File: src/gateway_pkg.sv
package gateway_pkg;

  ////////////////////////////////////////////////////////////
  // Widths
  ////////////////////////////////////////////////////////////

  localparam int NODE_ID_W     = 2;
  localparam int SEQ_W         = 6;
  // Link word is {id, seq}
  localparam int LINK_W        = NODE_ID_W + SEQ_W;
  localparam int TAG_PAYLOAD_W = 8;
  // Start bit, client id, payload
  localparam int TAG_FRAME_W   = 1 + NODE_ID_W + TAG_PAYLOAD_W;
  localparam int TAG_CNT_W     = $clog2(TAG_FRAME_W);
  localparam int ROM_ADDR_W    = 4;
  localparam int ROM_DATA_W    = 12;

  // Payload bit positions, count sits in the low SEQ_W bits
  localparam int TAG_RESET_BIT = 7;
  localparam int TAG_EN_BIT    = 6;

  ////////////////////////////////////////////////////////////
  // Opcodes and states
  ////////////////////////////////////////////////////////////

  typedef enum logic [1:0] {
    TRACE_SEND   = 2'd0,
    TRACE_WAIT   = 2'd1,
    TRACE_FINISH = 2'd2
  } trace_op_e;

  typedef enum logic [1:0] {REPLAY_FETCH, REPLAY_SHIFT, REPLAY_WAIT, REPLAY_DONE} replay_state_e;

  typedef enum logic {TAG_IDLE, TAG_SHIFT} tag_state_e;

  typedef enum logic [1:0] {ARB_IDLE, ARB_SEND, ARB_ACK, ARB_RELEASE} arb_state_e;

  typedef enum logic [1:0] {NODE_IDLE, NODE_REQ, NODE_WAIT_ACK_LOW} node_state_e;

endpackage

File: src/tag_trace_rom.sv
`timescale 1ns/1ns

module tag_trace_rom
  (input  logic [gateway_pkg::ROM_ADDR_W-1:0] addr_i,
   output logic [gateway_pkg::ROM_DATA_W-1:0] data_o
  );

  import gateway_pkg::*;

  // Entry is {opcode, id, payload}
  // Per node: assert reset, hold it a few cycles, release with node disabled
  always_comb
  begin
    case (addr_i)
      4'd0:    data_o = {TRACE_SEND,   2'd0, 8'h80};
      4'd1:    data_o = {TRACE_WAIT,   2'd0, 8'd4};
      4'd2:    data_o = {TRACE_SEND,   2'd0, 8'h00};
      4'd3:    data_o = {TRACE_SEND,   2'd1, 8'h80};
      4'd4:    data_o = {TRACE_WAIT,   2'd0, 8'd4};
      4'd5:    data_o = {TRACE_SEND,   2'd1, 8'h00};
      4'd6:    data_o = {TRACE_SEND,   2'd2, 8'h80};
      4'd7:    data_o = {TRACE_WAIT,   2'd0, 8'd4};
      4'd8:    data_o = {TRACE_SEND,   2'd2, 8'h00};
      4'd9:    data_o = {TRACE_SEND,   2'd3, 8'h80};
      4'd10:   data_o = {TRACE_WAIT,   2'd0, 8'd4};
      4'd11:   data_o = {TRACE_SEND,   2'd3, 8'h00};
      // End of trace, unused addresses also finish
      default: data_o = {TRACE_FINISH, 2'd0, 8'h00};
    endcase
  end

endmodule

File: config.mk
export PLATFORM = sky130hd
export DESIGN_NAME = tag_trace_rom
export DESIGN_NICKNAME = d
export VERILOG_FILES = /design/src/gateway_pkg.sv /design/src/tag_trace_rom.sv
export SDC_FILE = /design/constraint.sdc
export NUM_CORES = 1
export LEC_CHECK = 0
export BUFFER_PORTS_ARGS = -buffer_cell sky130_fd_sc_hd__buf_4
export CAP_MARGIN = 20
export CORE_AREA = 2 2 39 41
export DETAILED_ROUTE_END_ITERATION = 8
export DIE_AREA = 0 0 41 43
export PLACE_DENSITY = 0.48
export SLEW_MARGIN = 0
export SYNTH_ARGS = -nofsm -noshare
export SYNTH_HDL_FRONTEND = slang
export SYNTH_SLANG_ARGS = --single-unit
File: constraint.sdc
create_clock -name vclk -period 1.3
set_input_delay 0.13 -clock vclk [all_inputs]
set_output_delay 0.13 -clock vclk [all_outputs]
set_load 0.005 [all_outputs]
==> impl_metrics.json, run 1 <==
{
  "syn_to_final_growth_pct": 20.34,
  "grt_usage_pct": 3.397,
  "cp-endpoint": "data_o[7]",
  "placed_cell_area_um2": 266.5,
  "power.leakage_uw": 0.0001459,
  "intPower_uw": 40.47,
  "seq_cells": 0,
  "switching_share_pct": 46.06,
  "final_layout_size_suffix_gt1_share_pct": 31.43,
  "ys_types": 14,
  "drtAntennaViolNets": 0,
  "cellPowerDensity_mw_per_mm2": 281.5,
  "post-route-min-period_ps": 1076,
  "seq_area_frac_synth_pct": 0,
  "p_comb_share_pct": 100.0,
  "postCtsResizedCells": 0,
  "initial_core_util_pct": 16.00,
  "rsz0062_at_grt": "no",
  "io_pins": 16,
  "clkbuf_count": 0,
  "final_nets": 45,
  "setup_tns_ps": 0,
  "outcome": "completed",
  "grt_pass1_vias": 96,
  "slew_viol_final": 0,
  "place_congestion": 0.6919,
  "dieHeight_um": 43,
  "avgSynthCellArea_um2": 7.637,
  "hp-start": "addr_i[2]",
  "final_cells": 51,
  "hp-class": "primary input to output pin",
  "num-fill-cells": 158,
  "syn_inst": 29,
  "worst-setup-path-type": "primary input to output pin",
  "critPathCaptureType": "output pin",
  "post-route-util_pct": 19.26,
  "drt-wirelength-per-cell_um": 6.941,
  "critical_path.max_fanout": 4,
  "vias": 182,
  "syn-cell-area_um2": 221.5,
  "antennaDiodeCount": 0,
  "worstPathRequired_ps": 1170,
  "yosys_warnings": 0,
  "dp_cells": 51,
  "cp.arrival_ps": 950,
  "route.detailed.drc": 0,
  "clock_power_share_pct": 0,
  "critPathLaunchType": "primary input",
  "maxCapViolCount": 0,
  "ff_latch_area_um2": 0,
  "die_area_mm2": 0.001763,
  "ir_drop_v": 0.00007755,
  "seqPwrFrac_pct": 0,
  "design_area_um2": 266.5,
  "overflow": 0,
  "finalSetupViolCount": 0,
  "postCtsSetupRepairBufs": 0,
  "antenna_found_initial": 0,
  "wl_um": 354,
  "crit_start": "addr_i[0]",
  "port_buffers": 10,
  "period_share_pct": 82.81,
  "hold_viol_final": 0,
  "die_width_um": 41,
  "grt_pass1_wl_um": 441,
  "fmax_ghz": 0.9290,
  "firstDrtPassIters": 1,
  "viasPerCell": 3.569,
  "rows": 14,
  "grt_max_degree": 10,
  "p_switching_uw": 34.56,
  "core_mm2": 0.001384,
  "holdBufCountCts": 0,
  "drt_first_iter_violations": 0
}
## worst min-delay path by stage
stage	end	slack (ps)	depth (start not counted)
floorplan	data_o[7]	430	2
global placement	data_o[8]	590	3
detailed placement	data_o[8]	600	3
CTS	data_o[8]	600	3
global route	data_o[8]	610	3
finish	data_o[8]	600	3
## power groups by stage
stage          Clock, uW  Sequential, uW  Combinational, uW
4_1_cts                0               0               76.2
3_3_place_gp           0               0               75.5
6_report               0               0               75.0
5_1_grt                0               0               85.1
2_1_floorplan          0               0               58.7
3_5_place_dp           0               0               76.3
## routing by layer
layer  vias to the layer above  GRT usage [%]  wire length (um)
li1                         93              -                 -
met1                        80          5.696               158
met2                         9          5.000               162
met3                         0              0                33
met4                         0              0                 0
met5                         -              0                 0
## Yosys cell counts, drive strengths merged
cell,count,area [um^2]
buf,8,63.81
ha,4,50.05
mux2i,3,30.03
nand3b,3,22.52
o21ai,3,15.01
inv,2,7.510
and2,1,7.510
clkbuf,1,5.000
conb,1,3.750
nand2,1,3.750
nand2b,1,6.260
o22ai,1,6.260
## cell usage in the layout, fill, tap and decap left out
master    instances
and2_2            1
inv_1             2
nand2_1           1
nand3b_1          3
o22ai_1           1
o21ai_1           2
ha_1              4
conb_1            6
nand2b_1          1
mux2i_1           3
o21ai_0           1
buf_4            10
## through the flow
stage / setup WS (ps) / total power (uW) / hold WS [ps]
floorplan: 413.1 / 58.71 / 431.1
global placement: 212.9 / 75.51 / 594.2
detailed placement: 216.9 / 76.27 / 600.4
CTS: 216.9 / 76.17 / 599.0
global route: 178.4 / 85.11 / 609.9
finish: 223.5 / 75.03 / 595.2
## cell type report
cell class | count | area [um^2] | share of cell area, %
inverter | 2 | 7.507 | 2.817
multi-input combinational | 23 | 163.9 | 61.50
tap | 16 | 20.02 | 7.512
timing repair buffer | 10 | 75.07 | 28.17
## critical path, cell delays in order
cell and delay [ps]:
buf_4 100, inv_1 50, ha_1 300, mux2i_1 130, o22ai_1 90, buf_4 140
## cell families after synthesis
kind of cell,count (synthesis),synth area share [%]
other,1,1.693
AO/OA/AOI/OAI,4,9.604
AND/OR/NAND/NOR,6,18.08
multiplexers,3,13.56
adder cells (fa/ha/maj),4,22.60
buffers and inverters,11,34.46
Power figures use the tool's default switching activity.
==> inputs of run 2 (changes only) <==
--- a/config.mk
+++ b/config.mk
@@ -10,7 +10,7 @@
 export CORE_AREA = 2 2 39 41
 export DETAILED_ROUTE_END_ITERATION = 8
 export DIE_AREA = 0 0 41 43
-export PLACE_DENSITY = 0.48
+export PLACE_DENSITY = 0.49
 export SLEW_MARGIN = 0
 export SYNTH_ARGS = -nofsm -noshare
 export SYNTH_HDL_FRONTEND = slang
==> constraint.sdc (replaced) <==
create_clock -name vclk -period 0.9
set_input_delay 0.09 -clock vclk [all_inputs]
set_output_delay 0.09 -clock vclk [all_outputs]
set_load 0.005 [all_outputs]
==> impl_metrics.json, run 2 (synthesis results as in run 1) <==
{
  "layout_commonest_cell": "buf_4",
  "timing.hold.ws_ps": 502.3,
  "overflow": 0,
  "drt-wirelength-per-cell_um": 6.843,
  "syn_to_final_growth_pct": 44.63,
  "cp.arrival_ps": 810,
  "critical_path.max_fanout": 4,
  "whs_path_depth": 3,
  "worstPathRequired_ps": 810,
  "fmax_ghz": 1.107,
  "rows": 14,
  "violations": "setup timing",
  "final_layout_size_suffix_gt1_share_pct": 48.57,
  "dp_cells": 51,
  "finalSetupViolCount": 1,
  "outcome": "finished, violations left",
  "worst-setup-path-type": "primary input to output pin",
  "vias": 178,
  "io_pins": 16,
  "max_stage_delay_ps": 250,
  "period_share_pct": 100.3,
  "slew_viol_final": 0,
  "critPathLaunchType": "primary input",
  "maxCapViolCount": 0,
  "die_area_mm2": 0.001763,
  "hp-class": "primary input to output pin",
  "route.detailed.drc": 0,
  "rsz0062_at_grt": "yes",
  "cp_cell_sequence": "buf_12, inv_6, ha_4, mux2i_1, o22ai_1, buf_4",
  "port_buffers": 10,
  "firstDrtPassIters": 1,
  "grt_max_degree": 10,
  "grt_usage_pct": 4.396,
  "placed_cell_area_um2": 266.5,
  "postCtsSetupRepairBufs": 0,
  "preCtsSetupSlack_ps": -123.3,
  "antennaDiodeCount": 0,
  "viasPerCell": 3.490,
  "critPathSlowestCell": "ha_4",
  "design_area_um2": 320.3,
  "core_mm2": 0.001384,
  "post-route-min-period_ps": 903.0,
  "fin_ws_ps": -3.016,
  "cellPowerDensity_mw_per_mm2": 414.7,
  "antenna_found_initial": 0,
  "critPathCaptureType": "output pin",
  "dp_hpwl_um": 318.4,
  "clkbuf_count": 0,
  "wl_um": 349,
  "seq_cells": 0,
  "place_congestion": 0.6394,
  "power.leakage_uw": 0.0001533,
  "initial_core_util_pct": 16.00,
  "drtAntennaViolNets": 0,
  "die_width_um": 41,
  "grt_pass1_vias": 144,
  "drt_first_iter_violations": 0,
  "final_nets": 45,
  "ir_drop_v": 0.00009785,
  "final_cells": 51,
  "grt_pass1_wl_um": 600,
  "total_power_uw": 132.8,
  "ff_latch_area_um2": 0,
  "layout_common_cells": "buf_4, conb_1, nand3b_1, mux2i_1",
  "hold_viol_final": 0,
  "dieHeight_um": 43
}
## run 2: changes by cell type in the layout (fill, tap and decap cells not counted), moves of 2 or more
| cell | change |
|---|---|
| buf_4 | -2 |
| ha_1 | -2 |
| ha_4 | +2 |
| inv_1 | -2 |
| o21ai_2 | +2 |
## run 2: area by class of cell
cell class | count | area (um^2)
repair buffers | 10 | 91.34
multi-input cells | 23 | 196.4
inverters | 2 | 12.51
fillers | 154 | 1064
well taps | 16 | 20.02
## run 2: metal layers
metal	part of all wire (%)	routed length [um]	vias up	global-route usage (%)
met1	38	133	75	6.962
met3	13	45	0	0
met4	0	0	0	0
met5	0	0	-	0
met2	49	171	10	6.875
li1	-	-	93	-
## run 2: repair_timing
action	in CTS	in global routing
pin swaps	2	3
hold buffers	0	0
resized for setup	8	6
setup endpoints to repair	4	4
## run 2: through the flow
stage | util (%) | setup TNS [ps]
finish | 23.15 | -3.016
global route | 23.15 | -111.8
CTS | 21.34 | -49.20
detailed placement | 19.26 | -310.0
global placement | 19.26 | -216.5
floorplan | - | 0
## run 2: critical path: cells and delay by family
kind                       cells  cell delay, ps
adders and majority gates      1             250
muxes                          1              60
AOI/OAI and AO/OA              1             160
buffers and inverters          3             250
## run 2: report_power, final
part | internal [uW] | switching (uW) | leakage [uW]
Clock | 0 | 0 | 0
Combinational | 74.1 | 58.7 | 0.000153
Sequential | 0 | 0 | 0
## run 2: path summary, 6_finish.rpt
check | from | endpoint | slack, ps
setup / recovery | addr_i[0] | data_o[7] | -3
hold / removal | addr_i[2] | data_o[9] | 500
