File: src/gateway_pkg.sv
package gateway_pkg;

  ////////////////////////////////////////////////////////////
  // Widths
  ////////////////////////////////////////////////////////////

  localparam int NODE_ID_W     = 2;
  localparam int SEQ_W         = 6;
  // Link word is {id, seq}
  localparam int LINK_W        = NODE_ID_W + SEQ_W;
  localparam int TAG_PAYLOAD_W = 8;
  // Start bit, client id, payload
  localparam int TAG_FRAME_W   = 1 + NODE_ID_W + TAG_PAYLOAD_W;
  localparam int TAG_CNT_W     = $clog2(TAG_FRAME_W);
  localparam int ROM_ADDR_W    = 4;
  localparam int ROM_DATA_W    = 12;

  // Payload bit positions, count sits in the low SEQ_W bits
  localparam int TAG_RESET_BIT = 7;
  localparam int TAG_EN_BIT    = 6;

  ////////////////////////////////////////////////////////////
  // Opcodes and states
  ////////////////////////////////////////////////////////////

  typedef enum logic [1:0] {
    TRACE_SEND   = 2'd0,
    TRACE_WAIT   = 2'd1,
    TRACE_FINISH = 2'd2
  } trace_op_e;

  typedef enum logic [1:0] {REPLAY_FETCH, REPLAY_SHIFT, REPLAY_WAIT, REPLAY_DONE} replay_state_e;

  typedef enum logic {TAG_IDLE, TAG_SHIFT} tag_state_e;

  typedef enum logic [1:0] {ARB_IDLE, ARB_SEND, ARB_ACK, ARB_RELEASE} arb_state_e;

  typedef enum logic [1:0] {NODE_IDLE, NODE_REQ, NODE_WAIT_ACK_LOW} node_state_e;

endpackage

File: src/tag_trace_replay.sv
`timescale 1ns/1ns

module tag_trace_replay
  (input  logic                              clk_i,
   input  logic                              arst_n_i,
   output logic [gateway_pkg::ROM_ADDR_W-1:0] rom_addr_o,
   input  logic [gateway_pkg::ROM_DATA_W-1:0] rom_data_i,
   output logic                              tag_bit_o,
   output logic                              done_o
  );

  import gateway_pkg::*;

  replay_state_e            state_r;
  logic [ROM_ADDR_W-1:0]    addr_r;
  logic [TAG_FRAME_W-1:0]   shift_r;
  logic [TAG_CNT_W-1:0]     bit_cnt_r;
  logic [TAG_PAYLOAD_W-1:0] wait_cnt_r;
  trace_op_e                entry_op;
  logic [NODE_ID_W-1:0]     entry_id;
  logic [TAG_PAYLOAD_W-1:0] entry_payload;

  // Entry fields
  assign entry_op      = trace_op_e'(rom_data_i[ROM_DATA_W-1 -: $bits(trace_op_e)]);
  assign entry_id      = rom_data_i[TAG_PAYLOAD_W +: NODE_ID_W];
  assign entry_payload = rom_data_i[TAG_PAYLOAD_W-1:0];

  assign rom_addr_o = addr_r;
  // Shift register empties to zero, so the line idles low between frames
  assign tag_bit_o  = shift_r[TAG_FRAME_W-1];
  assign done_o     = (state_r == REPLAY_DONE);

  always_ff @(posedge clk_i or negedge arst_n_i)
  begin
    if (!arst_n_i)
    begin
      state_r    <= REPLAY_FETCH;
      addr_r     <= '0;
      shift_r    <= '0;
      bit_cnt_r  <= '0;
      wait_cnt_r <= '0;
    end
    else
    begin
      case (state_r)
        REPLAY_FETCH:
        begin
          addr_r <= addr_r + 1'b1;
          case (entry_op)
            TRACE_SEND:
            begin
              shift_r   <= {1'b1, entry_id, entry_payload};
              bit_cnt_r <= '0;
              state_r   <= REPLAY_SHIFT;
            end
            TRACE_WAIT:
            begin
              wait_cnt_r <= entry_payload;
              state_r    <= REPLAY_WAIT;
            end
            default: state_r <= REPLAY_DONE;
          endcase
        end
        REPLAY_SHIFT:
        begin
          shift_r <= shift_r << 1;
          if (bit_cnt_r == TAG_CNT_W'(TAG_FRAME_W-1))
            state_r <= REPLAY_FETCH;
          else
            bit_cnt_r <= bit_cnt_r + 1'b1;
        end
        REPLAY_WAIT:
        begin
          if (wait_cnt_r <= 1)
            state_r <= REPLAY_FETCH;
          else
            wait_cnt_r <= wait_cnt_r - 1'b1;
        end
        default: state_r <= REPLAY_DONE;
      endcase
    end
  end

  // Line stays quiet outside a frame
  a_idle_low: assert property (@(posedge clk_i) disable iff (!arst_n_i)
    (state_r != REPLAY_SHIFT) |-> !tag_bit_o);

endmodule

File: config.mk
export PLATFORM = sky130hd
export DESIGN_NAME = tag_trace_replay
export DESIGN_NICKNAME = d
export VERILOG_FILES = /design/src/gateway_pkg.sv /design/src/tag_trace_replay.sv
export SDC_FILE = /design/constraint.sdc
export NUM_CORES = 1
export LEC_CHECK = 0
export ABC_CLOCK_PERIOD_IN_PS = 2100
export BUFFER_PORTS_ARGS = -buffer_cell sky130_fd_sc_hd__buf_2
export CORE_ASPECT_RATIO = 2
export CORE_MARGIN = 2
export CORE_UTILIZATION = 55
export DETAILED_ROUTE_END_ITERATION = 6
export GPL_TIMING_DRIVEN = 0
export PLACE_DENSITY = 0.82
export SLEW_MARGIN = 20
export SYNTH_ARGS = -nofsm -noshare
export SYNTH_HDL_FRONTEND = slang
export SYNTH_SLANG_ARGS = --single-unit
File: constraint.sdc
create_clock -name clk_i -period 2.1 [get_ports clk_i]
set_input_delay 0.315 -clock clk_i [delete_from_list [all_inputs] [get_ports clk_i]]
set_output_delay 0.315 -clock clk_i [all_outputs]
set_load 0.1 [all_outputs]
==> results of run 1 <==
-- cell families after synthesis --
group / share of synthesized area, %
adders and majority gates: 6.82
xor gates and xnor gates: 1.59
DFF: 44.0
muxes: 7.96
buffers and inverters: 4.09
AOI/OAI and AO/OA: 18.3
and+or+nand+nor: 17.3
-- worst paths after layout --
check,start,endpoint,slack [ns]
setup reg to reg,state_r[1]$_DFFE_PN0P_,shift_r[2]$_DFFE_PN0P_,0.22
hold / removal,arst_n_i,rom_addr_o[2]$_DFFE_PN0P_,0.05
min in group clk_i,rom_data_i[0],shift_r[0]$_DFFE_PN0P_,0.30
hold reg to reg,rom_addr_o[3]$_DFFE_PN0P_,rom_addr_o[3]$_DFFE_PN0P_,0.47
setup / recovery,state_r[1]$_DFFE_PN0P_,shift_r[2]$_DFFE_PN0P_,0.22
max in group asynchronous,arst_n_i,wait_cnt_r[1]$_DFFE_PN0P_,1.62
-- power groups by stage --
stage,sequential [W],combinational (W),clock (W)
2_1_floorplan,0.000569,0.00000719,0
3_3_place_gp,0.000569,0.0000344,0
3_5_place_dp,0.000569,0.0000358,0
4_1_cts,0.000559,0.0000365,0.000446
5_1_grt,0.000558,0.0000408,0.000475
6_report,0.000559,0.0000360,0.000444
-- cell type report --
type                    instances  area, sq um
fillers                       253         1030
flip-flops and latches         29          726
repair buffers                 19         95.1
well taps                      30         37.5
clock buffers                   6         72.6
clock inverters                 2         10.0
plain buffers                   7         33.8
inverters                      10         37.5
multi-input cells             124          865
-- sequential cells by signal (all words and copies together), names as in the netlist --
register and cells:
bit_cnt_r 4, wait_cnt_r 8, rom_addr_o 4, state_r 2, shift_r 11
-- synthesized netlist by cell type (all sizes together) --
cell / instances / area [sq um]
mux2: 3 / 41.3
nand2: 23 / 86.3
a21o: 1 / 7.51
nand3b: 4 / 30.0
o22ai: 3 / 18.8
nor4: 2 / 27.5
nor2: 6 / 22.5
dfrtp: 29 / 726
and3b: 2 / 17.5
o41ai: 1 / 8.76
nor3b: 1 / 12.5
inv: 10 / 37.5
a21oi: 9 / 48.8
a31oi: 4 / 25.0
or3: 1 / 6.26
a22o: 4 / 35.0
nand3: 3 / 15.0
and3: 2 / 12.5
and2: 2 / 15.0
o21ai: 20 / 100
a221oi: 1 / 8.76
o2111ai: 3 / 32.5
nand4: 2 / 12.5
clkbuf: 3 / 11.3
nand2b: 1 / 6.26
or2: 1 / 6.26
o31a: 1 / 8.76
o211ai: 1 / 7.51
ha: 9 / 113
mux2i: 9 / 90.1
or3b: 1 / 8.76
xor2: 1 / 8.76
buf: 4 / 18.8
nor2b: 1 / 6.26
xnor2: 2 / 17.5
-- per-layer routing --
layer | up-vias | track usage [%] | wire length, um
met2 | 34 | 43.6 | 2010
met5 | - | 0 | 0
li1 | 664 | - | -
met3 | 19 | 5.93 | 140
met4 | 0 | 16.6 | 168
met1 | 694 | 23.8 | 1330
-- worst max-delay path: stages, from the launching register on --
cell	delay, ns
dfrtp_1	0.42
inv_1	0.09
ha_1	0.18
buf_2	0.17
nor3b_2	0.18
a21oi_2	0.29
clkbuf_2	0.27
o21ai_0	0.13
-- stage by stage --
step	utilization (%)	cell area, sq um	std cells	total power (W)	hold WS (ns)
finish	64.5	1880	227	0.00104	0.0458
global route	64.5	1880	227	0.00107	0.110
CTS	64.2	1870	227	0.00104	0.0675
detailed placement	61.3	1780	219	0.000605	0.377
global placement	61.3	1780	219	0.000603	0.362
floorplan	-	1650	170	0.000576	0.0194
==> key figures, run 1 <==
Status
  • Status: finished, final reports clean

Pwr
  • Seq pwr share: between 50% and 60%
  • Pint: around 0.0008 W
  • Clock Power Share: a little over two fifths
  • Gate power share: roughly 3.5%
  • P_sw: 0.000238 W
  • Total power per unit cell area: between 500 and 600 nW/um^2
  • Leak: 0.882 nW
  • Switching Fraction: 22.9%
  • Peak supply drop: 0.396 mV

Detailed routing
  • Detailed Routing Iterations Pass 1: 4
  • Drt wl/cell: ~16 um
  • Drt first-iter violations: 28
  • Total routed wirelength: 3650 um
  • Final ANT Viol Nets: 0
  • Drt via density: approximately 6.2
  • DRC viols: 0
  • Via count: between 1000 and 1500

Yosys
  • Syn nets: between 150 and 200
  • Mean post-synth cell area: 9.71 sq um
  • Sequential fraction of the synthesis area: ~44%
  • Post-synthesis cell type count: 42
  • Synth Instances: 170
  • Yosys reg bits: 29
  • Post-Syn Area: 1650 sq um
  • Warnings, synthesis: 0

Worst setup path
  • Crit Path Max Fanout: 10
  • Crit Path Class: reg -> reg
  • Arrival @ worst endpoint: ~2 ns
  • Worst setup SP type: flip-flop
  • Worst EP required: between 2 and 2.5 ns
  • CP Capture Type: flip-flop
  • Depth of the most critical reg-to-reg path: 7

STA
  • Worst Max-Slew Pin Slew: around 0.65 ns
  • Setup Skew: 0.00968 ns
  • Slew HR: between 50 and 60%
  • Maximum clock rate: between 0.5 and 0.6 GHz
  • Final critical-path setup slack: ~0.22 ns
  • Final period demand of the worst path: ~1.9 ns
  • Total Neg Setup Slack: 0 ns
  • Hold Vio Cnt, Final: 0
  • RSZ-0062 raised after global routing: false
  • Fin crit share: approximately 90%
  • Finish-stage setup viols: 0
  • Fin. max-slew vios: 0

Placed design
  • I/O Buffers: 19
  • DP Worst Slack: 0.140 ns
  • DP Wirelength: 2710 um
  • RePlAce Congestion: about 0.8

Clocking
  • Post-CTS setup buffer count: 0
  • Root Buffer: clkbuf_8
  • Hold Buf Count CTS: 0
  • Clock slew at reported path FFs: ~0.070 ns
  • CTS max path bufs: 2
  • CTS buffer count: 5
  • Skew-Pair Late Insertion Delay: between 0.2 and 0.3 ns
  • Clock sink total: 29
  • CTS H-tree lvls: 2
  • CTS tree: built
  • PostCTS Resize Cnt: 0

Global route
  • Vias in the first global route: ~1500
  • Grt total ovfl: 0
  • Antenna violations before repair: 0
  • Total track usage: between 20% and 30%
  • First-pass GRT wire length: 6320 um
  • Pin count of the biggest net entering global routing: 30

Cells and area
  • Final net count: around 220
  • Most common cell after layout, fill and taps aside: dfrtp_1
  • Share of post-route cells with drive strength above 1: 21.3%
  • Most frequent cells in the layout: 29 x dfrtp_1, 23 x nand2_1, 22 x buf_2
  • Area grow syn2layout: 13.7%
  • Antenna fix cells: 0

Die
  • Die Y: around 81 um
  • Starting density of the core: between 50% and 60%
  • Core Region: between 2000 and 3000 sq um
  • I/O pin cnt: 20
  • Die ar.: around 3500 sq um
  • Rows: 28
  • Die width: ~43 um

Flow run
  • # Max-Cap Violations: 0

Worst hold path
  • Hold WC Path Type: in -> async
(Power assumes the default switching activity.)
==> run 2, diff against run 1 <==
Settings changed: CELL_PAD_IN_SITES_DETAIL_PLACEMENT set to 1, CELL_PAD_IN_SITES_GLOBAL_PLACEMENT set to 2, CORE_UTILIZATION 55 to 36, PLACE_DENSITY 0.82 to 0.84.
==> run 2 against run 1 <==
Compared with the run above: cell area rose by 2.1%; critical path type unchanged; critical endpoint is now shift_r[3]$_DFFE_PN0P_; non-clock buffer count did not move; power increased by 7.5%; critical path depth unchanged.
==> key figures, run 2 (same netlist as run 1, synthesis figures left out) <==
Cells and area
  • Most common cell after layout, fill and taps aside: dfrtp_1 (unchanged)
  • Top Registers: shift_r: 11 flops, wait_cnt_r: 8 flops (unchanged)
  • Max FFs per register: 11 (unchanged)
  • Storage cell area: 726 sq um (unchanged)
  • Antenna fix cells: 0 (unchanged)
  • Fillers: 516 (was 253)
  • Multi-input gate area: 857 sq um (was 865 sq um)
  • Final std cells w/o fill: 251 (was 227)
  • Share of post-route cells with drive strength above 1: 20.8% (was 21.3%)
  • Final net count: 219 (unchanged)
  • Largest Register: shift_r (unchanged)
  • Most frequent cells in the layout: 29 x dfrtp_1, 23 x nand2_1, 22 x buf_2 (unchanged)
  • Area grow syn2layout: 16.1% (was 13.7%)

Clocking
  • Skew-Pair Late Insertion Delay: 0.29 ns (about the same)
  • Clock slew at reported path FFs: 0.07 ns (about the same)
  • CTS buffer count: 5 (unchanged)
  • Clock sink total: 29 (unchanged)
  • CTS tree: built (unchanged)
  • CTS H-tree lvls: 2 (unchanged)
  • PostCTS Resize Cnt: 0 (unchanged)
  • Post-CTS setup buffer count: 0 (unchanged)
  • Hold Buf Count CTS: 0 (unchanged)
  • Root Buffer: clkbuf_8 (unchanged)
  • CTS max path bufs: 2 (unchanged)

Worst setup path
  • Crit path to: shift_r[3]$_DFFE_PN0P_ (was shift_r[2]$_DFFE_PN0P_)
  • WP depth: 7 (unchanged)
  • Worst setup SP type: flip-flop (unchanged)
  • Slack of the worst reg-to-reg path: 0.20 ns (was 0.22 ns)
  • CP peak stage delay: 0.41 ns (was 0.42 ns)
  • Crit-path cells: inv_1, ha_1, buf_2, nor3b_2, a21oi_2, clkbuf_2, o21ai_0 (unchanged)
  • Worst R2R Start: state_r[0]$_DFFE_PN0P_ (was state_r[1]$_DFFE_PN0P_)
  • Top delay family on crit path: buffers and inverters (unchanged)
  • Crit Path Class: reg -> reg (unchanged)
  • Arrival @ worst endpoint: 2.05 ns (was 2.03 ns)
  • CP max-delay cell: dfrtp_1 (unchanged)
  • Crit Path Max Fanout: 10 (unchanged)
  • CP startpoint: state_r[0]$_DFFE_PN0P_ (was state_r[1]$_DFFE_PN0P_)
  • FF-to-FF End: shift_r[3]$_DFFE_PN0P_ (was shift_r[2]$_DFFE_PN0P_)
  • CP Capture Type: flip-flop (unchanged)
  • Depth of the most critical reg-to-reg path: 7 (unchanged)
  • Worst EP required: 2.25 ns (about the same)
  • CP bufs+invs: 3 (unchanged)

Detailed routing
  • DRC viols: 0 (unchanged)
  • Met2 WL: 2690 um (was 2010 um)
  • Drt wl/cell: 17.8 um (was 16.1 um)
  • Post-Route M1 WL: 1600 um (was 1330 um)
  • Final ANT Viol Nets: 0 (unchanged)
  • Via count: 1385 (was 1411)
  • DR WL met3: 98 um (was 140 um)
  • Drt via density: 5.52 (was 6.22)
  • Highest Signal Layer: met4 (unchanged)
  • Detailed Routing Iterations Pass 1: 4 (unchanged)
  • Total routed wirelength: 4470 um (was 3650 um)
  • Drt first-iter violations: 21 (was 28)

Die
  • Die Y: 99.8 um (was 81.5 um)
  • Rows: 34 (was 28)
  • Die ar.: 5170 sq um (was 3480 sq um)
  • Core Region: 4380 sq um (was 2910 sq um)
  • Die width: 51.9 um (was 42.7 um)
  • Starting density of the core: 37.7% (was 56.8%)
  • I/O pin cnt: 20 (unchanged)

STA
  • Maximum clock rate: 0.527 GHz (was 0.532 GHz)
  • RSZ-0062 raised after global routing: false (unchanged)
  • Total Neg Setup Slack: 0 ns (unchanged)
  • Slew HR: 54.4% (was 56.9%)
  • Fin. max-slew vios: 0 (unchanged)
  • Final period demand of the worst path: 1.90 ns (was 1.88 ns)
  • Worst Max-Slew Pin Slew: 0.684 ns (was 0.646 ns)
  • Hold Vio Cnt, Final: 0 (unchanged)
  • Fin crit share: 90.3% (was 89.5%)
  • Finish-stage setup viols: 0 (unchanged)
  • Setup Skew: 0.00560 ns (was 0.00968 ns)

Global route
  • First-pass GRT wire length: 7380 um (was 6320 um)
  • Grt total ovfl: 0 (unchanged)
  • Pin count of the biggest net entering global routing: 30 (unchanged)
  • Total track usage: 19.5% (was 24.4%)
  • Antenna violations before repair: 0 (unchanged)
  • Vias in the first global route: 1528 (was 1469)

Pwr
  • Total power per unit cell area: 583 nW/um^2 (was 554 nW/um^2)
  • Leak: 0.890 nW (was 0.882 nW)
  • Peak supply drop: 0.394 mV (was 0.396 mV)

Placed design
  • Placed Instances: 243 (was 219)
  • RePlAce Congestion: 0.839 (was 0.816)
  • DP Wirelength: 3420 um (was 2710 um)
  • I/O Buffers: 19 (unchanged)

Status
  • Status: finished, final reports clean (unchanged)

Flow run
  • # Max-Cap Violations: 0 (unchanged)

Worst hold path
  • Hold WC Path Type: in -> async (unchanged)
-- run 2: changes by cell type in the layout (fill, tap and decap cells not counted), sizes merged --
| cell | change |
|---|---|
| clkbuf | +1 |
| clkinv | -1 |
-- run 2: report_power, final --
part	internal (W)	total [W]	switching (W)
Combinational	0.0000135	0.0000368	0.0000233
Sequential	0.000559	0.000559	0
Clock	0.000296	0.000522	0.000226
-- run 2: metal layers --
layer | up-vias | track usage, %
li1 | 656 | -
met1 | 700 | 18.5
met2 | 22 | 37.9
met3 | 7 | 3.75
met4 | 0 | 8.10
met5 | - | 0
-- run 2: metrics by stage --
step                      hold WS, ns  power (W)  instance area, sq um  setup slack, ns  utilization (%)
final                          0.0679    0.00112                  1920            0.204             43.7
after global routing            0.114    0.00116                  1920           0.0287             43.7
after CTS                      0.0786    0.00113                  1910           0.0494             43.7
after detailed placement        0.391   0.000607                  1810           0.0433             41.4
after global placement          0.377   0.000605                  1810            0.130             41.4
after floorplan                0.0194   0.000576                  1650            0.421                -
-- run 2: worst min-delay path by stage --
| stage | cells past startpoint | startpoint | to | slack (ns) |
|---|---|---|---|---|
| finish | 1 | arst_n_i | bit_cnt_r[3]$_DFFE_PN0P_ | 0.07 |
| global route | 1 | arst_n_i | rom_addr_o[2]$_DFFE_PN0P_ | 0.11 |
| CTS | 1 | arst_n_i | bit_cnt_r[1]$_DFFE_PN0P_ | 0.08 |
| detailed placement | 1 | arst_n_i | rom_addr_o[2]$_DFFE_PN0P_ | 0.39 |
| global placement | 1 | arst_n_i | state_r[0]$_DFFE_PN0P_ | 0.38 |
| floorplan | 0 | arst_n_i | bit_cnt_r[0]$_DFFE_PN0P_ | 0.02 |
-- run 2: cell type report --
cell class	count	share of cell area (%)
buffer	7	1.70
clock buffer	7	5.03
clock inverter	1	0.261
inverter	10	1.96
multi-input combinational	124	44.7
sequential	29	37.9
tap	54	3.52
timing repair buffer	19	4.96
-- run 2: worst reg2reg max path: stages (launching register included) --
cell	delay, ns
dfrtp_1	0.41
inv_1	0.08
ha_1	0.19
buf_2	0.17
nor3b_2	0.19
a21oi_2	0.30
clkbuf_2	0.29
o21ai_0	0.14
