`src/gateway_pkg.sv`:
```
package gateway_pkg;

  ////////////////////////////////////////////////////////////
  // Widths
  ////////////////////////////////////////////////////////////

  localparam int NODE_ID_W     = 2;
  localparam int SEQ_W         = 6;
  // Link word is {id, seq}
  localparam int LINK_W        = NODE_ID_W + SEQ_W;
  localparam int TAG_PAYLOAD_W = 8;
  // Start bit, client id, payload
  localparam int TAG_FRAME_W   = 1 + NODE_ID_W + TAG_PAYLOAD_W;
  localparam int TAG_CNT_W     = $clog2(TAG_FRAME_W);
  localparam int ROM_ADDR_W    = 4;
  localparam int ROM_DATA_W    = 12;

  // Payload bit positions, count sits in the low SEQ_W bits
  localparam int TAG_RESET_BIT = 7;
  localparam int TAG_EN_BIT    = 6;

  ////////////////////////////////////////////////////////////
  // Opcodes and states
  ////////////////////////////////////////////////////////////

  typedef enum logic [1:0] {
    TRACE_SEND   = 2'd0,
    TRACE_WAIT   = 2'd1,
    TRACE_FINISH = 2'd2
  } trace_op_e;

  typedef enum logic [1:0] {REPLAY_FETCH, REPLAY_SHIFT, REPLAY_WAIT, REPLAY_DONE} replay_state_e;

  typedef enum logic {TAG_IDLE, TAG_SHIFT} tag_state_e;

  typedef enum logic [1:0] {ARB_IDLE, ARB_SEND, ARB_ACK, ARB_RELEASE} arb_state_e;

  typedef enum logic [1:0] {NODE_IDLE, NODE_REQ, NODE_WAIT_ACK_LOW} node_state_e;

endpackage

```
`src/tag_master.sv`:
```
`timescale 1ns/1ns

module tag_master
  #(parameter int NUM_NODES_P = 4)
  (input  logic                                          clk_i,
   input  logic                                          arst_n_i,
   input  logic                                          replay_bit_i,
   input  logic                                          replay_done_i,
   input  logic                                          tag_ext_bit_i,
   output logic [NUM_NODES_P-1:0]                        cfg_reset_o,
   output logic [NUM_NODES_P-1:0]                        cfg_en_o,
   output logic [NUM_NODES_P-1:0][gateway_pkg::SEQ_W-1:0] cfg_count_o
  );

  import gateway_pkg::*;

  tag_state_e               state_r;
  logic [TAG_CNT_W-1:0]     bit_cnt_r;
  logic [TAG_FRAME_W-3:0]   shift_r;
  logic [TAG_FRAME_W-2:0]   frame;
  logic                     tag_bit;
  logic                     frame_done;
  logic [NODE_ID_W-1:0]     frame_id;
  logic [TAG_PAYLOAD_W-1:0] frame_payload;

  // External pin takes over once the boot trace is finished
  assign tag_bit = replay_done_i ? tag_ext_bit_i : replay_bit_i;

  // Frame body with the current bit shifted in
  assign frame         = {shift_r, tag_bit};
  assign frame_done    = (state_r == TAG_SHIFT) && (bit_cnt_r == TAG_CNT_W'(TAG_FRAME_W-2));
  assign frame_id      = frame[TAG_FRAME_W-2 -: NODE_ID_W];
  assign frame_payload = frame[TAG_PAYLOAD_W-1:0];

  always_ff @(posedge clk_i or negedge arst_n_i)
  begin
    if (!arst_n_i)
    begin
      state_r   <= TAG_IDLE;
      bit_cnt_r <= '0;
    end
    else if (state_r == TAG_IDLE)
    begin
      bit_cnt_r <= '0;
      if (tag_bit)
        state_r <= TAG_SHIFT;
    end
    else if (frame_done)
      state_r <= TAG_IDLE;
    else
      bit_cnt_r <= bit_cnt_r + 1'b1;
  end

  always_ff @(posedge clk_i)
  begin
    if (state_r == TAG_SHIFT)
      shift_r <= frame[TAG_FRAME_W-3:0];
  end

  ////////////////////////////////////////////////////////////
  // Client registers
  ////////////////////////////////////////////////////////////

  always_ff @(posedge clk_i or negedge arst_n_i)
  begin
    if (!arst_n_i)
    begin
      cfg_reset_o <= '1;
      cfg_en_o    <= '0;
      cfg_count_o <= '0;
    end
    else
    begin
      // Ids without a node fall through
      for (int i = 0; i < NUM_NODES_P; i++)
      begin
        if (frame_done && frame_id == NODE_ID_W'(i))
        begin
          cfg_reset_o[i] <= frame_payload[TAG_RESET_BIT];
          cfg_en_o[i]    <= frame_payload[TAG_EN_BIT];
          cfg_count_o[i] <= frame_payload[SEQ_W-1:0];
        end
      end
    end
  end

  a_frame_id: assert property (@(posedge clk_i) disable iff (!arst_n_i)
    frame_done |-> (!$isunknown(frame_id) && frame_id < 3'd4));

endmodule

```
`config.mk`:
```
export PLATFORM = sky130hd
export DESIGN_NAME = tag_master
export DESIGN_NICKNAME = d
export VERILOG_FILES = /design/src/gateway_pkg.sv /design/src/tag_master.sv
export SDC_FILE = /design/constraint.sdc
export NUM_CORES = 1
export LEC_CHECK = 0
export ABC_AREA = 1
export BUFFER_PORTS_ARGS = -buffer_cell sky130_fd_sc_hd__buf_4
export CAP_MARGIN = 20
export CORE_MARGIN = 2
export CORE_UTILIZATION = 58
export DETAILED_ROUTE_END_ITERATION = 8
export PLACE_DENSITY = 0.83
export SLEW_MARGIN = 0
export SYNTH_ARGS = -nofsm -noshare
export SYNTH_HDL_FRONTEND = slang
export SYNTH_SLANG_ARGS = --single-unit
```
`constraint.sdc`:
```
create_clock -name clk_i -period 2.9 [get_ports clk_i]
set_input_delay 0.58 -clock clk_i [delete_from_list [all_inputs] [get_ports clk_i]]
set_output_delay 0.58 -clock clk_i [all_outputs]
set_load 0.03 [all_outputs]
```
==> flow_summary.yaml, run 1 <==
worst_setup_path:
  worst_path_max_delay_cell: "sky130_fd_sc_hd__dfstp_2"
  timing.critical_path.from_type: "flip-flop"
  critical_path.top_delay_family: "flip-flops"
  critical_path.cell_chain: "buf_4"
  worst-endpoint-arrival_ns: 1.07
  required_ns: 2.32
  end_kind: "output port"
  timing.setup.critical_path_class: "flip-flop to output port"
  timing.critical_path.buf_inv: 1
  maximum_net_fanout_on_the_critical_path: 2
  max_stage_delay_ns: 0.56
cts:
  tritoncts: "built"
  cts-buffers-inserted: 5
  clk_latency_ns: 0.35
  cts_htree_levels: 2
  cts_post_setup_buffers_inserted: 0
  postCtsResizedCells: 0
  clock-root-buffer: "sky130_fd_sc_hd__clkbuf_4"
  tritoncts_sink_count: 46
  post_cts_hold_buffer_count: 0
  path_clk_slew_ns: 0.13
  clock_path_buffers: 2
timing:
  max_freq_mhz: 607
  post-route-period-util_pct: 56.8
  layout_min_cycle_time_ns: 1.65
  final_hold_fails: 0
  setup_violations: 0
  setup_tns_ns: 0
  report.final.slew_viol_count: 0
  worst_slack_ns: 1.25
  worst-slew-pin-transition_ns: 0.510
  rsz0062_at_grt: "no"
  worst_clock_skew_ns: 0.00879
  worst_slew_margin_rel_pct: 66.0
global_routing:
  grt-busiest-layer: "met2"
  globalRouteMet2Util_pct: 39.5
  grt_antenna_before_repair: 0
  grt_util_met1_pct: 29.7
  grt_start_max_net_pins: 38
  grt_pass1_wl_um: 6460
  global_route.usage.met3_pct: 6.72
  grt.overflow.total: 0
  first_global_vias: 1427
  groute.usage.overall_pct: 24.5
yosys:
  synth.area.top_cells: "sky130_fd_sc_hd__dfrtp_1, sky130_fd_sc_hd__nand2_1, sky130_fd_sc_hd__edfxtp_1"
  synth_commonest_cells: "sky130_fd_sc_hd__nand2_1, sky130_fd_sc_hd__dfrtp_1, sky130_fd_sc_hd__nand3_1, sky130_fd_sc_hd__edfxtp_1, sky130_fd_sc_hd__inv_1"
  synth_cells: 188
  yosysTopAreaCell: "sky130_fd_sc_hd__dfrtp_1"
  dominantRegCellSynth: "sky130_fd_sc_hd__dfrtp_1"
  synth.distinct_cells: 18
  avgSynthCellArea_um2: 10.2
  yosys_register_bits: 46
  synth-async-reset-ratio_pct: 80.4
  synth_seq_area_share_pct: 62.4
  yosysMostFrequentCell: "sky130_fd_sc_hd__nand2_1"
  synthesis.area_um2: 1930
  synthDominantCellAreaShare_pct: 42.9
  number_of_flops_mapped_to_enable_cells_by_yosys: 9
  yosysWarnings: 0
  postSynthNetCount: 195
floorplanning:
  io-pin-count: 37
  placementRows: 20
  initial_util_pct: 62.1
  dieArea_um2: 3800
  die_width_um: 61.6
  core-area_um2: 3100
  die-height_um: 61.6
detailed_routing:
  drt_iter0_drc: 83
  detail_route.drc_violations: 0
  drt_first_pass_iters: 4
  route.antenna.remaining_nets: 0
  detail_route.vias_per_cell: 5.29
  vias: 1444
  drt-wirelength-per-cell_um: 14.2
  drt-total-wl_um: 3890
finish:
  finalCoreUtilization_pct: 73.8
  syn2layout_area_growth_pct: 19.0
  finalNetCount: 235
  post_route_cells_drive_above_1_share_pct: 26.2
  fin_area_um2: 2290
  antenna-diode-count: 0
placement:
  finalWeightedCongestion: 0.785
  place_ws_ns: 1.31
  dp_hpwl_um: 2740
  port_buffers: 36
  place_area_um2: 2220
power_and_ir_drop:
  vdd_drop_max_mv: 0.633
  p_leak_nw: 1.19
  pwr_density_cell_nw_per_um2: 1260
  power_mw: 2.90
hold_path:
  min_delay_worst_type: "input pin to async pin"
outcome:
  status: "complete, no violations"
flow_run:
  maxCapViolCount: 0
state kept, by name, summed over array words and instances, names as in the netlist:
register	cells
cfg_count_o	24
shift_r	9
bit_cnt_r	4
cfg_en_o	4
cfg_reset_o	4
state_r	1
cell type report:
cell class                 instances  area [µm²]
clock buffer                       7        65.1
clock inverter                     1        8.76
fill                             230         812
inverter                          10        37.5
multi-input combinational        129         653
sequential                        46        1200
tap                               44        55.1
timing repair buffer              36         270
routing by layer:
layer	wire length, µm	vias up
met3	208	17
met4	146	0
met1	1570	690
met5	0	-
li1	-	690
met2	1970	47
stage by stage:
step / cells / hold slack (ns)
final: 273 / 0.156
after global routing: 273 / 0.163
after CTS: 273 / 0.162
after detailed placement: 265 / 0.459
after global placement: 265 / 0.453
after floorplan: 188 / 0.284
cells by family after synthesis:
family          count (synthesis)  share of synthesized area (%)
compound gates                  3                          0.779
xor+xnor                        1                          0.455
fa+ha+maj                       2                           1.30
buf+inv                        13                           3.70
flops                          46                           62.4
simple gates                  123                           31.4
report_power, final:
group          switching (mW)  internal [mW]  total, mW
Clock                   0.197          0.144      0.341
Combinational           0.851          0.413       1.26
Sequential              0.292          0.999       1.29
cell usage in the layout, fill, tap and decap left out, types with 3 or more instances in the layout:
| cell | netlist | final |
|---|---|---|
| sky130_fd_sc_hd__nand3_1 | 33 | 33 |
| sky130_fd_sc_hd__clkbuf_4 | 0 | 5 |
| sky130_fd_sc_hd__nor2_1 | 5 | 5 |
| sky130_fd_sc_hd__inv_1 | 8 | 8 |
| sky130_fd_sc_hd__nand3_4 | 4 | 4 |
| sky130_fd_sc_hd__o21ai_0 | 3 | 3 |
| sky130_fd_sc_hd__nor2_4 | 3 | 3 |
| sky130_fd_sc_hd__nand2_1 | 74 | 74 |
| sky130_fd_sc_hd__edfxtp_1 | 9 | 9 |
| sky130_fd_sc_hd__dfstp_2 | 4 | 4 |
| sky130_fd_sc_hd__dfrtp_1 | 33 | 33 |
| sky130_fd_sc_hd__buf_4 | 0 | 36 |
worst paths after layout:
kind                                            start  cells past startpoint                         end  slack, ns
hold / removal                               arst_n_i                      1  cfg_count_o[5]$_DFFE_PN0P_       0.16
setup reg to reg                    state_r$_DFF_PN0_                      4  cfg_count_o[7]$_DFFE_PN0P_       1.29
setup / recovery           cfg_reset_o[0]$_DFFE_PN1P_                      1              cfg_reset_o[0]       1.25
max in group asynchronous                    arst_n_i                      1  cfg_reset_o[2]$_DFFE_PN1P_       2.38
min in group clk_i         cfg_reset_o[1]$_DFFE_PN1P_                      2  cfg_reset_o[1]$_DFFE_PN1P_       0.47
hold reg to reg            cfg_reset_o[1]$_DFFE_PN1P_                      2  cfg_reset_o[1]$_DFFE_PN1P_       0.47
No activity file was read; power rests on OpenSTA's default activity.
==> run 2, diff against run 1 <==
--- a/config.mk
+++ b/config.mk
@@ -5,13 +5,13 @@
 export SDC_FILE = /design/constraint.sdc
 export NUM_CORES = 1
 export LEC_CHECK = 0
-export ABC_AREA = 1
+export ABC_AREA = 0
 export BUFFER_PORTS_ARGS = -buffer_cell sky130_fd_sc_hd__buf_4
 export CAP_MARGIN = 20
 export CORE_MARGIN = 2
-export CORE_UTILIZATION = 58
+export CORE_UTILIZATION = 53
 export DETAILED_ROUTE_END_ITERATION = 8
-export PLACE_DENSITY = 0.83
+export PLACE_DENSITY = 0.78
 export SLEW_MARGIN = 0
 export SYNTH_ARGS = -nofsm -noshare
 export SYNTH_HDL_FRONTEND = slang
==> constraint.sdc (replaced) <==
create_clock -name clk_i -period 1.65 [get_ports clk_i]
set_input_delay 0.33 -clock clk_i [delete_from_list [all_inputs] [get_ports clk_i]]
set_output_delay 0.33 -clock clk_i [all_outputs]
set_load 0.03 [all_outputs]
==> run 2 against run 1 <==
  * The run now ends with setup timing left
  * Worst hold slack improved by 0.23 ns
  * Synthesized cell count decreased by 46%
  * Area after synthesis decreased by 6.2%
  * Critical path depth increased by 6
  * Global-route usage decreased by 4.2 points
  * Cell count decreased by 23%
  * Critical endpoint is now cfg_count_o[13]$_DFFE_PN0P_
  * Design area increased by 7.7%
  * Critical path type is now flip-flop to flip-flop
  * Clock power increased by 55%
  * Clock skew increased by 0.0032 ns
  * Sequential power increased by 65%
  * Register-to-register slack got worse by 1.4 ns
==> flow_summary.yaml, run 2 <==
placement:
  dp_hpwl_um: 2460
  place_ws_ns: -0.0627
  port_buffers: 36
  finalWeightedCongestion: 0.709
cts:
  cts_htree_levels: 2
  path_clk_slew_ns: 0.14
  clk_latency_ns: 0.36
  clock-root-buffer: "sky130_fd_sc_hd__clkbuf_4"
  clock_path_buffers: 2
  cts-buffers-inserted: 5
  tritoncts_sink_count: 46
  tritoncts: "built"
worst_setup_path:
  critical_path.cell_chain: "inv_2, ha_4, nand4b_4, buf_12, nor3b_4, buf_6, mux2_4"
  timing.critical_path.from_type: "flip-flop"
  worst-endpoint-arrival_ns: 2.02
  regToRegEndpoint: "cfg_count_o[13]$_DFFE_PN0P_"
  end_kind: "flip-flop"
  timing.setup.critical_path_class: "flip-flop to flip-flop"
  worst_path_max_delay_cell: "sky130_fd_sc_hd__dfrtp_1"
  timing.critical_path.buf_inv: 3
  worst_r2r_startpoint: "bit_cnt_r[1]$_DFFE_PN0P_"
  max_stage_delay_ns: 0.41
  worst_r2r_path_depth: 7
  critical_path.top_delay_family: "simple AND/OR/NAND/NOR gates"
  r2r_setup_slack_ns: -0.12
  maximum_net_fanout_on_the_critical_path: 3
  required_ns: 1.91
power_and_ir_drop:
  power_mw: 4.97
  vdd_drop_max_mv: 1.11
  pwr_density_cell_nw_per_um2: 2020
  p_leak_nw: 1.19
finish:
  largest_register: "cfg_count_o"
  antenna-diode-count: 0
  biggestRegsByFlops: "cfg_count_o (24), shift_r (9)"
  largest_register_ffs: 24
  post_route_cells_drive_above_1_share_pct: 65.9
  finalNetCount: 170
  layout.cells.most_common: "sky130_fd_sc_hd__buf_4"
  mostFrequentLayoutCells: "sky130_fd_sc_hd__buf_4, sky130_fd_sc_hd__dfrtp_1, sky130_fd_sc_hd__mux2_4, sky130_fd_sc_hd__mux2_2, sky130_fd_sc_hd__edfxtp_1"
  syn2layout_area_growth_pct: 36.7
timing:
  post-route-period-util_pct: 107
  setup_violations: 23
  report.final.slew_viol_count: 0
  worst-slew-pin-transition_ns: 0.456
  final_hold_fails: 0
  worst_clock_skew_ns: 0.0120
  worst_slew_margin_rel_pct: 69.6
  rsz0062_at_grt: "yes"
  worst_slack_ns: -0.115
  layout_min_cycle_time_ns: 1.77
  max_freq_mhz: 567
floorplanning:
  die-height_um: 62.4
  initial_util_pct: 54.5
  dieArea_um2: 3890
  placementRows: 21
  core-area_um2: 3310
  die_width_um: 62.4
  io-pin-count: 37
detailed_routing:
  drt_iter0_drc: 38
  vias: 1095
  route.antenna.remaining_nets: 0
  drt-wirelength-per-cell_um: 17.9
  routed-wl-met2_um: 1910
  detail_route.drc_violations: 0
  drt-total-wl_um: 3750
  wl_met3_um: 168
  met1_length_um: 1620
  detail_route.vias_per_cell: 5.21
  top_layer_used: "met4"
  drt_first_pass_iters: 4
yosys:
  synth-async-reset-ratio_pct: 80.4
  avgSynthCellArea_um2: 17.9
  synth.distinct_cells: 23
  yosysMostFrequentCell: "sky130_fd_sc_hd__dfrtp_1"
  yosysTopAreaCell: "sky130_fd_sc_hd__dfrtp_1"
  synth_cells: 101
  number_of_flops_mapped_to_enable_cells_by_yosys: 9
  synthesis.area_um2: 1810
  dominantRegCellSynth: "sky130_fd_sc_hd__dfrtp_1"
  postSynthNetCount: 108
  synth_seq_area_share_pct: 66.5
  yosysWarnings: 0
  synth_commonest_cells: "sky130_fd_sc_hd__dfrtp_1, sky130_fd_sc_hd__mux2_2, sky130_fd_sc_hd__edfxtp_1, sky130_fd_sc_hd__mux2_4, sky130_fd_sc_hd__dfstp_2"
  yosys_register_bits: 46
  synthDominantCellAreaShare_pct: 45.7
  synth.area.top_cells: "sky130_fd_sc_hd__dfrtp_1, sky130_fd_sc_hd__mux2_2, sky130_fd_sc_hd__edfxtp_1"
global_routing:
  grt.overflow.total: 0
  groute.usage.overall_pct: 20.3
  first_global_vias: 1183
  grt_antenna_before_repair: 0
  grt_pass1_wl_um: 5980
  grt_start_max_net_pins: 38
hold_path:
  hold_depth: 2
  min_delay_worst_type: "input pin to flip-flop"
  timing.hold.worst_endpoint: "shift_r[0]$_DFFE_PP_"
  worstHoldStart: "replay_bit_i"
flow_run:
  maxCapViolCount: 0
outcome:
  status: "finished, violations left"
  violations: "setup timing"
[run 2: cell type report]
type / count / area (µm²)
Sequential cell: 46 / 1200
Multi-Input combinational cell: 53 / 667
Inverter: 1 / 3.75
Clock buffer: 5 / 37.5
Clock inverter: 3 / 21.3
Tap cell: 46 / 57.6
Timing Repair Buffer: 56 / 478
Fill cell: 223 / 843
[run 2: worst max path at each step]
stage | from | endpoint | slack (ns) | depth (start not counted)
finish | bit_cnt_r[1]$_DFFE_PN0P_ | cfg_count_o[13]$_DFFE_PN0P_ | -0.12 | 7
global route | bit_cnt_r[1]$_DFFE_PN0P_ | cfg_count_o[14]$_DFFE_PN0P_ | -0.18 | 7
CTS | bit_cnt_r[1]$_DFFE_PN0P_ | cfg_count_o[14]$_DFFE_PN0P_ | -0.09 | 7
detailed placement | bit_cnt_r[1]$_DFFE_PN0P_ | cfg_en_o[0]$_DFFE_PN0P_ | -0.06 | 6
global placement | bit_cnt_r[1]$_DFFE_PN0P_ | cfg_count_o[2]$_DFFE_PN0P_ | -0.04 | 6
floorplan | bit_cnt_r[1]$_DFFE_PN0P_ | cfg_count_o[0]$_DFFE_PN0P_ | -0.01 | 6
[run 2: per-stage QoR]
step	cells	util (%)	setup TNS [ns]	hold slack, ns	instance area (µm²)
2_1_floorplan	101	-	-0.0918	0.0344	1820
3_3_place_gp	198	68.9	-0.375	0.312	2280
3_5_place_dp	198	68.9	-1.07	0.318	2280
4_1_cts	208	72.9	-0.984	0.359	2410
5_1_grt	210	74.5	-2.84	0.379	2470
6_report	210	74.5	-1.33	0.382	2470
[run 2: what timing repair did]
item                                    4_1_cts  5_1_grt
setup buffers                                 1        2
resized for setup                            15       10
hold endpoints to repair                     33        0
pin swaps                                     1        2
cloned                                        0        0
hold buffers                                  1        0
endpoints found under the setup margin       24       32
[run 2: kinds of logic after synthesis]
logic type | after synthesis | synth area share [%]
flops | 46 | 66.5
xor+xnor | 2 | 0.970
fa+ha+maj | 2 | 1.39
mux | 34 | 22.8
compound gates | 3 | 1.25
buf+inv | 2 | 0.831
simple gates | 12 | 6.24
[run 2: power by group]
group / switching [mW] / internal [mW]
Sequential: 0.397 / 1.73
Clock: 0.364 / 0.166
Combinational: 1.17 / 1.15
[run 2: layer usage]
metal | up-vias | GRT usage, %
met2 | 33 | 33.3
met5 | - | 0
met1 | 573 | 26.7
met3 | 5 | 5.25
li1 | 484 | -
met4 | 0 | 6.67
